File: src/eth_test_pkg.sv
//----------------------------------------------------------------------
// shared constants, register map and state types for the ethernet
// frame test; imported by every design unit with a wildcard import
//----------------------------------------------------------------------
package eth_test_pkg;

    // datapath and bus widths
    localparam int DATA_W = 8;
    localparam int APB_AW = 8;
    localparam int APB_DW = 32;
    localparam int CNT_W  = 16;
    localparam int LEN_W  = 8;

    // frame length limits, reset value of the length register
    localparam logic [LEN_W-1:0] MIN_FRAME_LEN = LEN_W'(2);
    localparam logic [LEN_W-1:0] FRAME_LEN_RST = LEN_W'(8);

    // led blink half period, short so it shows up in simulation
    localparam int LED_HALF_CYCLES = 16;
    localparam int LED_CNT_W       = $clog2(LED_HALF_CYCLES);

    // bit positions inside CTRL and STATUS
    localparam int CTRL_START_BIT = 0;
    localparam int CTRL_CLEAR_BIT = 1;
    localparam int STAT_BUSY_BIT  = 0;
    localparam int STAT_ERR_BIT   = 1;

    //------------------------------------------------------------------
    // register word addresses
    //------------------------------------------------------------------
    typedef enum logic [APB_AW-1:0] {
        ADDR_CTRL      = APB_AW'('h00),
        ADDR_FRAME_LEN = APB_AW'('h04),
        ADDR_TX_COUNT  = APB_AW'('h08),
        ADDR_RX_GOOD   = APB_AW'('h0C),
        ADDR_RX_BAD    = APB_AW'('h10),
        ADDR_STATUS    = APB_AW'('h14)
    } reg_addr_e;

    // generator fsm
    typedef enum logic [0:0] {IDLE, SEND} gen_state_e;

    // checker fsm; DROP holds an overlong frame until its eof
    typedef enum logic [1:0] {WAIT_SOF, IN_FRAME, DROP} chk_state_e;

endpackage

File: src/test_ctrl_if.sv
`timescale 1ns/100ps
//----------------------------------------------------------------------
// control and status bundle between the register block, the frame
// generator and the frame checker
//----------------------------------------------------------------------
interface test_ctrl_if import eth_test_pkg::*; ();

    // driven by the register block
    logic [LEN_W-1:0] frame_len;
    logic             gen_start;
    logic             cnt_clear;

    // driven by the generator
    logic             gen_busy;
    logic [CNT_W-1:0] tx_count;

    // driven by the checker
    logic [CNT_W-1:0] rx_good_count;
    logic [CNT_W-1:0] rx_bad_count;
    logic             rx_err_pulse;

    modport regs (
        output frame_len, gen_start, cnt_clear,
        input  gen_busy, tx_count, rx_good_count, rx_bad_count, rx_err_pulse
    );

    modport gen (
        input  frame_len, gen_start, cnt_clear,
        output gen_busy, tx_count
    );

    modport chk (
        input  frame_len, cnt_clear,
        output rx_good_count, rx_bad_count, rx_err_pulse
    );

endinterface

File: src/frame_pattern_gen.sv
`timescale 1ns/100ps
//----------------------------------------------------------------------
// test frame generator; one counting-pattern frame per start pulse,
// seeded from the frame sequence number
//----------------------------------------------------------------------
module frame_pattern_gen import eth_test_pkg::*; (
    input  logic              clk20_g,
    input  logic              rst_n_i,
    test_ctrl_if.gen          ctrl,
    output logic [DATA_W-1:0] tx_data_o,
    output logic              tx_valid_o,
    output logic              tx_sof_o,
    output logic              tx_eof_o
);

    gen_state_e        state;
    logic [LEN_W-1:0]  len_q;
    logic [LEN_W-1:0]  byte_cnt;
    logic [DATA_W-1:0] data_q;
    logic [CNT_W-1:0]  tx_cnt_q;
    logic              accept;
    logic              busy_q;
    logic              sof_q;
    logic              eof_q;

    // busy starts are dropped, only idle accepts one
    assign accept = (state == IDLE) & ctrl.gen_start;

    // fsm
    always_ff @(posedge clk20_g) begin
        if (!rst_n_i) begin
            state <= IDLE;
        end else begin
            case (state)
                IDLE: begin
                    if (accept) begin
                        state <= SEND;
                    end
                end
                SEND: begin
                    if (eof_q) begin
                        state <= IDLE;
                    end
                end
                default: begin
                    state <= IDLE;
                end
            endcase
        end
    end

    // byte counter and pattern
    always_ff @(posedge clk20_g) begin
        if (accept) begin
            len_q    <= ctrl.frame_len;
            byte_cnt <= '0;
            // seed = sequence number of this frame
            data_q   <= ctrl.cnt_clear ? '0 : tx_cnt_q[DATA_W-1:0];
        end else if (state == SEND) begin
            byte_cnt <= byte_cnt + LEN_W'(1);
            data_q   <= data_q + DATA_W'(1);
        end
    end

    // frame markers and busy flag, registered
    always_ff @(posedge clk20_g) begin
        if (!rst_n_i) begin
            sof_q  <= 1'b0;
            eof_q  <= 1'b0;
            busy_q <= 1'b0;
        end else begin
            sof_q <= accept;
            // eof set one byte ahead
            // len_q is never below 2, so the subtraction cannot wrap
            eof_q <= (state == SEND) & (byte_cnt == len_q - LEN_W'(2));
            if (accept) begin
                busy_q <= 1'b1;
            end else if (eof_q) begin
                busy_q <= 1'b0;
            end
        end
    end

    // frames sent, bumped on the eof byte
    always_ff @(posedge clk20_g) begin
        if (!rst_n_i) begin
            tx_cnt_q <= '0;
        end else if (ctrl.cnt_clear) begin
            tx_cnt_q <= '0;
        end else if (tx_eof_o) begin
            tx_cnt_q <= tx_cnt_q + CNT_W'(1);
        end
    end

    // stream outputs
    assign tx_valid_o = (state == SEND);
    assign tx_data_o  = data_q;
    assign tx_sof_o   = sof_q;
    assign tx_eof_o   = eof_q;

    assign ctrl.gen_busy = busy_q;
    assign ctrl.tx_count = tx_cnt_q;

endmodule

File: src/flat_wrapper.sv
// flat-port wrapper written by rule: the top's interface ports become plain ports
module frame_pattern_gen_flat import eth_test_pkg::*;
  (clk20_g, rst_n_i, tx_data_o, tx_valid_o, tx_sof_o, tx_eof_o, ctrl_frame_len, ctrl_gen_start, ctrl_cnt_clear, ctrl_gen_busy, ctrl_tx_count);
  test_ctrl_if ctrl_i ();
  input  logic clk20_g;
  input  logic rst_n_i;
  output logic [DATA_W-1:0] tx_data_o;
  output logic tx_valid_o;
  output logic tx_sof_o;
  output logic tx_eof_o;
  input wire logic [$bits(ctrl_i.frame_len)-1:0] ctrl_frame_len;
  input wire logic [$bits(ctrl_i.gen_start)-1:0] ctrl_gen_start;
  input wire logic [$bits(ctrl_i.cnt_clear)-1:0] ctrl_cnt_clear;
  output wire logic [$bits(ctrl_i.gen_busy)-1:0] ctrl_gen_busy;
  output wire logic [$bits(ctrl_i.tx_count)-1:0] ctrl_tx_count;
  assign ctrl_i.frame_len = ctrl_frame_len;
  assign ctrl_i.gen_start = ctrl_gen_start;
  assign ctrl_i.cnt_clear = ctrl_cnt_clear;
  assign ctrl_gen_busy = ctrl_i.gen_busy;
  assign ctrl_tx_count = ctrl_i.tx_count;
  frame_pattern_gen u_core (.clk20_g(clk20_g), .rst_n_i(rst_n_i), .ctrl(ctrl_i), .tx_data_o(tx_data_o), .tx_valid_o(tx_valid_o), .tx_sof_o(tx_sof_o), .tx_eof_o(tx_eof_o));
endmodule
File: config.mk
export PLATFORM = sky130hd
export DESIGN_NAME = frame_pattern_gen_flat
export DESIGN_NICKNAME = d
export VERILOG_FILES = /design/src/eth_test_pkg.sv /design/src/test_ctrl_if.sv /design/src/frame_pattern_gen.sv /design/src/flat_wrapper.sv
export SDC_FILE = /design/constraint.sdc
export NUM_CORES = 1
export LEC_CHECK = 0
export ABC_AREA = 1
export BUFFER_PORTS_ARGS = -buffer_cell sky130_fd_sc_hd__buf_2
export CAP_MARGIN = 0
export CORE_AREA = 10 10 73 75
export CTS_BUF_LIST = sky130_fd_sc_hd__clkbuf_4 sky130_fd_sc_hd__clkbuf_8
export CTS_CLUSTER_SIZE = 28
export DETAILED_ROUTE_END_ITERATION = 8
export DIE_AREA = 0 0 83 85
export PLACE_DENSITY = 0.82
export SLEW_MARGIN = 20
export SYNTH_ARGS = -nofsm -noshare
export SYNTH_HDL_FRONTEND = slang
export SYNTH_SLANG_ARGS = --single-unit
File: constraint.sdc
create_clock -name clk20_g -period 1.8 [get_ports clk20_g]
set_input_delay 0.36 -clock clk20_g [delete_from_list [all_inputs] [get_ports clk20_g]]
set_output_delay 0.36 -clock clk20_g [all_outputs]
set_load 0.05 [all_outputs]
# After elaboration in Yosys (flattened, before gate mapping)
# Index checks and enable logic that the tools add are counted.
# Widths: inputs -> output; s select.
[totals] output_inout_bits=28 wordCells=28 ff_bits=44
[classes] eq_ne=1 n_addsub=4 mux=8 n_bitwise=4 reduce_logical=3
[op_table] operator="$mux 8" n=3
[op_table] operator="$add 16x1->16 const B" n=1
[op_table] operator="$add 8x1->8 const B" n=2
[op_table] operator="$eq 8x8->1" n=1
[op_table] operator="$sub 8x2->8 const B" n=1
[op_table] operator="$mux 1" n=4
[op_table] operator="$reduce_bool 2->1" n=2
[op_table] operator="$and 1x1->1" n=2
[op_table] operator="$not 1->1" n=2
[op_table] operator="$pmux 1 s2" n=1
[op_table] operator="$reduce_or 2->1" n=1

# Longest topological paths before layout
[depth] depth_word=4 ltp_mapped=10 mapped_depth_nobuf=10

# Least setup slack after synthesis
# OpenSTA, ideal clock, no wires.
[synth_timing] path_type="register to register" from="register u_core.tx_cnt_q[1], in the netlist u_core.ctrl.tx_count[1]" to="register u_core.tx_cnt_q[8], in the netlist u_core.ctrl.tx_count[8]" path_stages_with_launch=7 t_arrival_ps=1543 setup_ps=117 n_path_buf=0 setup_slack_ps=140 synth_period_minus_slack_ps=1660 path_cell_list="dfxtp_1 -> ha_1 -> nand2_1 -> nor2_1 -> nand2_1 -> o21ai_0 -> nor2_1"
[synth_via] elab_chain_len=1
[synth_lines] item="from (decl)" line="frame_pattern_gen.sv:20" text="logic [CNT_W-1:0] tx_cnt_q;"
[synth_lines] item="from (signal assigned)" line="frame_pattern_gen.sv:91" text="tx_cnt_q <= tx_cnt_q + CNT_W'(1);"
[synth_lines] item="$add 16x1->16" line="frame_pattern_gen.sv:91"
# Every way passes these cells.
# A chain may end at the register's enable or synchronous reset.

# Final worst setup path
[layout_timing] from="register u_core.state, in the netlist u_core.tx_valid_o" to="output tx_valid_o"
[layout_rtl] item="from (decl)" line="frame_pattern_gen.sv:16" text="gen_state_e state;"
[layout_rtl] item="from (signal assigned)" line="frame_pattern_gen.sv:32" text="state <= IDLE;"
[layout_rtl] item="from (signal assigned)" line="frame_pattern_gen.sv:37" text="state <= SEND;"
[layout_rtl] item="from (signal assigned)" line="frame_pattern_gen.sv:42" text="state <= IDLE;"
[layout_rtl] item="to (decl)" line="flat_wrapper.sv:8" text="output logic tx_valid_o;"
# No word-level cell between the ends.

==> run summary <==
========================================================================================================
Final hold vios                                                                                        0
Post-CTS clock slew at the launch and capture registers of the worst setup and hold paths        0.08 ns
Die outline area                                                                                7060 um2
Number of max-slew violations in the final report                                                      0
Fill cells                                                                                           356
Area overhead of the layout relative to synthesis                                                  18.5%
All-layer global routing usage                                                                     0.137
Number of CTS-inserted buffers                                                                         5
Clock tree from TritonCTS                                                                            yes
Startpoint types                                                                                register
Global route overflow                                                                                  0
Unrepaired setup endpoints after global routing                                                    false
DRT Pass-1 Iters                                                                                       4
Kind of critical path                                                                         reg -> out
Number of violations of the max-capacitance limit                                                      0
Critical path cell sequence                                                                        buf_2
Placer's final routability congestion estimate                                                     0.855
Vias in the first global route                                                                      1912
HPWL after detailed placement                                                                    3800 um
Hold buffer count at CTS                                                                               0
Number of port buffers                                                                                39
Portion of the clock cycle consumed by the worst path in the final layout                          0.832
Vertical die dimension                                                                             85 um
Sequential-to-total area share from yosys stat                                                     0.481
Worst Hold Slack                                                                                0.236 ns
Worst Reg2Reg Path Length in Cells                                                                     6
Setup total negative slack                                                                          0 ns
Leakage                                                                                          1.15 nW
Worst path arrival time                                                                          1.14 ns
Shortest clock period the worst path allows after layout                                         1.50 ns
Critical path peak fanout                                                                              8
Initial antenna violation count                                                                        0
Run status                                                                                  finished, final reports clean
Worst hold stages                                                                                      1
Crit path max-delay family                                                                    flip-flops
Data required time at the worst endpoint                                                         1.44 ns
Crit path max-delay cell type                                                               sky130_fd_sc_hd__dfxtp_1
Average cell area after synthesis                                                               7.78 um2
Most frequently used flop master after synthesis                                            sky130_fd_sc_hd__dfxtp_1
Net count of the finished layout                                                                     341
Routed WL                                                                                        5020 um
Placeable core area                                                                             3910 um2
Number of instances resized during post-cts repair                                                     0
Vias                                                                                                1957
# setup viols final                                                                                    0
Clock insertion delay at the later pin of the skew report                                        0.29 ns
Post-synth cell types                                                                                 26
Delay of the slowest critical-path stage                                                         0.51 ns
Worst-case vdd ir drop                                                                            613 uV
Clock net sink count                                                                                  44
Number of nets still failing antenna checks after routing                                              0
DR DRC count                                                                                           0
Gate count of the mapped netlist                                                                     278
I/O pins                                                                                              40
Class of the tightest hold or removal check                                                    in -> reg
Synthesized net count                                                                                294
Max clock buf depth                                                                                    2
Share of flip-flops with an asynchronous set or reset                                                  0
Root cell of the clock tree                                                                 sky130_fd_sc_hd__clkbuf_8
Depth of the CTS H-tree                                                                                2
Clock Skew                                                                                    0.00730 ns
Wire length of the first global-routing pass                                                     8220 um
Power density normalized to cell area                                                         938 nW/um2
Effective utilization at floorplan                                                                 0.553
Iteration-0 DRC count of the detailed router                                                          98
Most used cells in the layout excluding fill and tap cells                                  60 x sky130_fd_sc_hd__nand2_1, 40 x sky130_fd_sc_hd__inv_1, 39 x sky130_fd_sc_hd__buf_2
Ratio of cells with drive above 1 in the final layout                                              0.193
Slew Limit Headroom                                                                                0.758
Average wire per cell in the routed design                                                       13.4 um
Cell area after synthesis                                                                       2160 um2
Number of enable-type register cells in the synthesized netlist                                       16
Pin count of the biggest net entering global routing                                                  14
Most common cell after layout, fill and taps aside                                          sky130_fd_sc_hd__nand2_1
Capturing element type of the critical path                                                   output pin
Max Freq                                                                                         668 MHz
Number of cells on the critical path                                                                   1
Flip-flop and latch count after synthesis                                                             44
Number of warnings printed during yosys synthesis                                                      0
Setup fix buffers added after clock tree synthesis                                                     0
Via density per instance                                                                            5.20
Antenna cells                                                                                          0
Transition time of the tightest slew-check pin                                                  0.362 ns
Die extent in x                                                                                    83 um
Count of buffering cells on the critical path with inverters included                                  1
Number of placement rows                                                                              23
========================================================================================================
==> final cells by class <==
class                           count  area (um2)  area share
Tap cell                           50        62.6      0.0244
Inverter                           40         150      0.0586
Multi-Input combinational cell    191         957       0.374
Clock inverter                      1        30.0      0.0117
Sequential cell                    44        1040       0.406
Clock buffer                        7        96.3      0.0376
Timing Repair Buffer               43         225      0.0879
==> through the flow <==
| stage | setup slack (ns) | instances | area [um2] | utilization | power [mW] |
|---|---|---|---|---|---|
| 3_5_place_dp | 0.405 | 368 | 2440 | 0.622 | 1.60 |
| 6_report | 0.303 | 376 | 2560 | 0.655 | 2.40 |
| 5_1_grt | 0.240 | 376 | 2560 | 0.655 | 2.49 |
| 4_1_cts | 0.295 | 376 | 2560 | 0.655 | 2.41 |
| 2_1_floorplan | 0.140 | 278 | 2160 | - | 1.49 |
| 3_3_place_gp | 0.457 | 368 | 2440 | 0.622 | 1.59 |
==> cell families (layout without fill, tap and decap cells) <==
kind of cell / count (synthesis) / after routing / synth area share
AO/OA/AOI/OAI: 42 / 42 / 0.104
XOR/XNOR: 6 / 6 / 0.0243
adder cells (fa/ha/maj): 4 / 4 / 0.0231
buffers and inverters: 43 / 91 / 0.0763
flip-flops: 44 / 44 / 0.481
AND/OR/NAND/NOR: 139 / 139 / 0.291
==> where the power goes <==
part | switching [mW] | internal (mW) | leakage (nW)
sequential | 0.0658 | 1.11 | 0.387
clock | 0.332 | 0.490 | 0.0645
combinational | 0.288 | 0.116 | 0.699
total | 0.686 | 1.72 | 1.15
==> cells in the mapped netlist, drive strengths merged, types with 3 or more instances <==
| master | number | area (um2) |
|---|---|---|
| inv | 40 | 150 |
| nor2 | 41 | 186 |
| ha | 4 | 50.1 |
| nor3 | 9 | 45.0 |
| nand4 | 4 | 25.0 |
| o21ai | 16 | 80.1 |
| o22ai | 4 | 25.0 |
| dfxtp | 28 | 561 |
| a21oi | 17 | 85.1 |
| nand2 | 65 | 267 |
| xnor2 | 4 | 35.0 |
| a31oi | 3 | 18.8 |
| edfxtp | 16 | 480 |
| nand3 | 19 | 100 |
==> worst register-to-register path, stage by stage (launching register included) <==
cell                       delay (ns)
sky130_fd_sc_hd__edfxtp_1        0.45
sky130_fd_sc_hd__ha_1            0.24
sky130_fd_sc_hd__nand2_1         0.10
sky130_fd_sc_hd__inv_1           0.08
sky130_fd_sc_hd__nand3_1         0.09
sky130_fd_sc_hd__xor2_1          0.15
sky130_fd_sc_hd__o21ai_0         0.09
==> flip-flops by register name, indices dropped and copies added, names as in the netlist <==
register / flops
u_core.ctrl.gen_busy: 1
u_core.tx_eof_o: 1
u_core.len_q: 8
u_core.ctrl.tx_count: 16
u_core.tx_data_o: 8
u_core.tx_sof_o: 1
u_core.tx_valid_o: 1
u_core.byte_cnt: 8
==> final timing paths <==
| path | end | startpoint | slack (ns) |
|---|---|---|---|
| max | tx_valid_o | u_core.tx_valid_o$_SDFF_PN0_ | 0.30 |
| min | u_core.len_q[6]$_DFFE_PP_ | ctrl_frame_len[6] | 0.24 |
| max reg2reg | u_core.tx_data_o[6]$_DFFE_PP_ | u_core.tx_data_o[0]$_DFFE_PP_ | 0.36 |
| min reg2reg | u_core.ctrl.tx_count[9]$_SDFFE_PP0P_ | u_core.ctrl.tx_count[9]$_SDFFE_PP0P_ | 0.48 |
==> layer usage <==
metal  vias to the layer above  track usage  wire, um
li1                        995            -         -
met1                       890        0.155      2230
met2                        66        0.236      2410
met3                         6       0.0449       324
met4                         0       0.0526        62
met5                         -            0         0
Power figures use the tool's default switching activity.
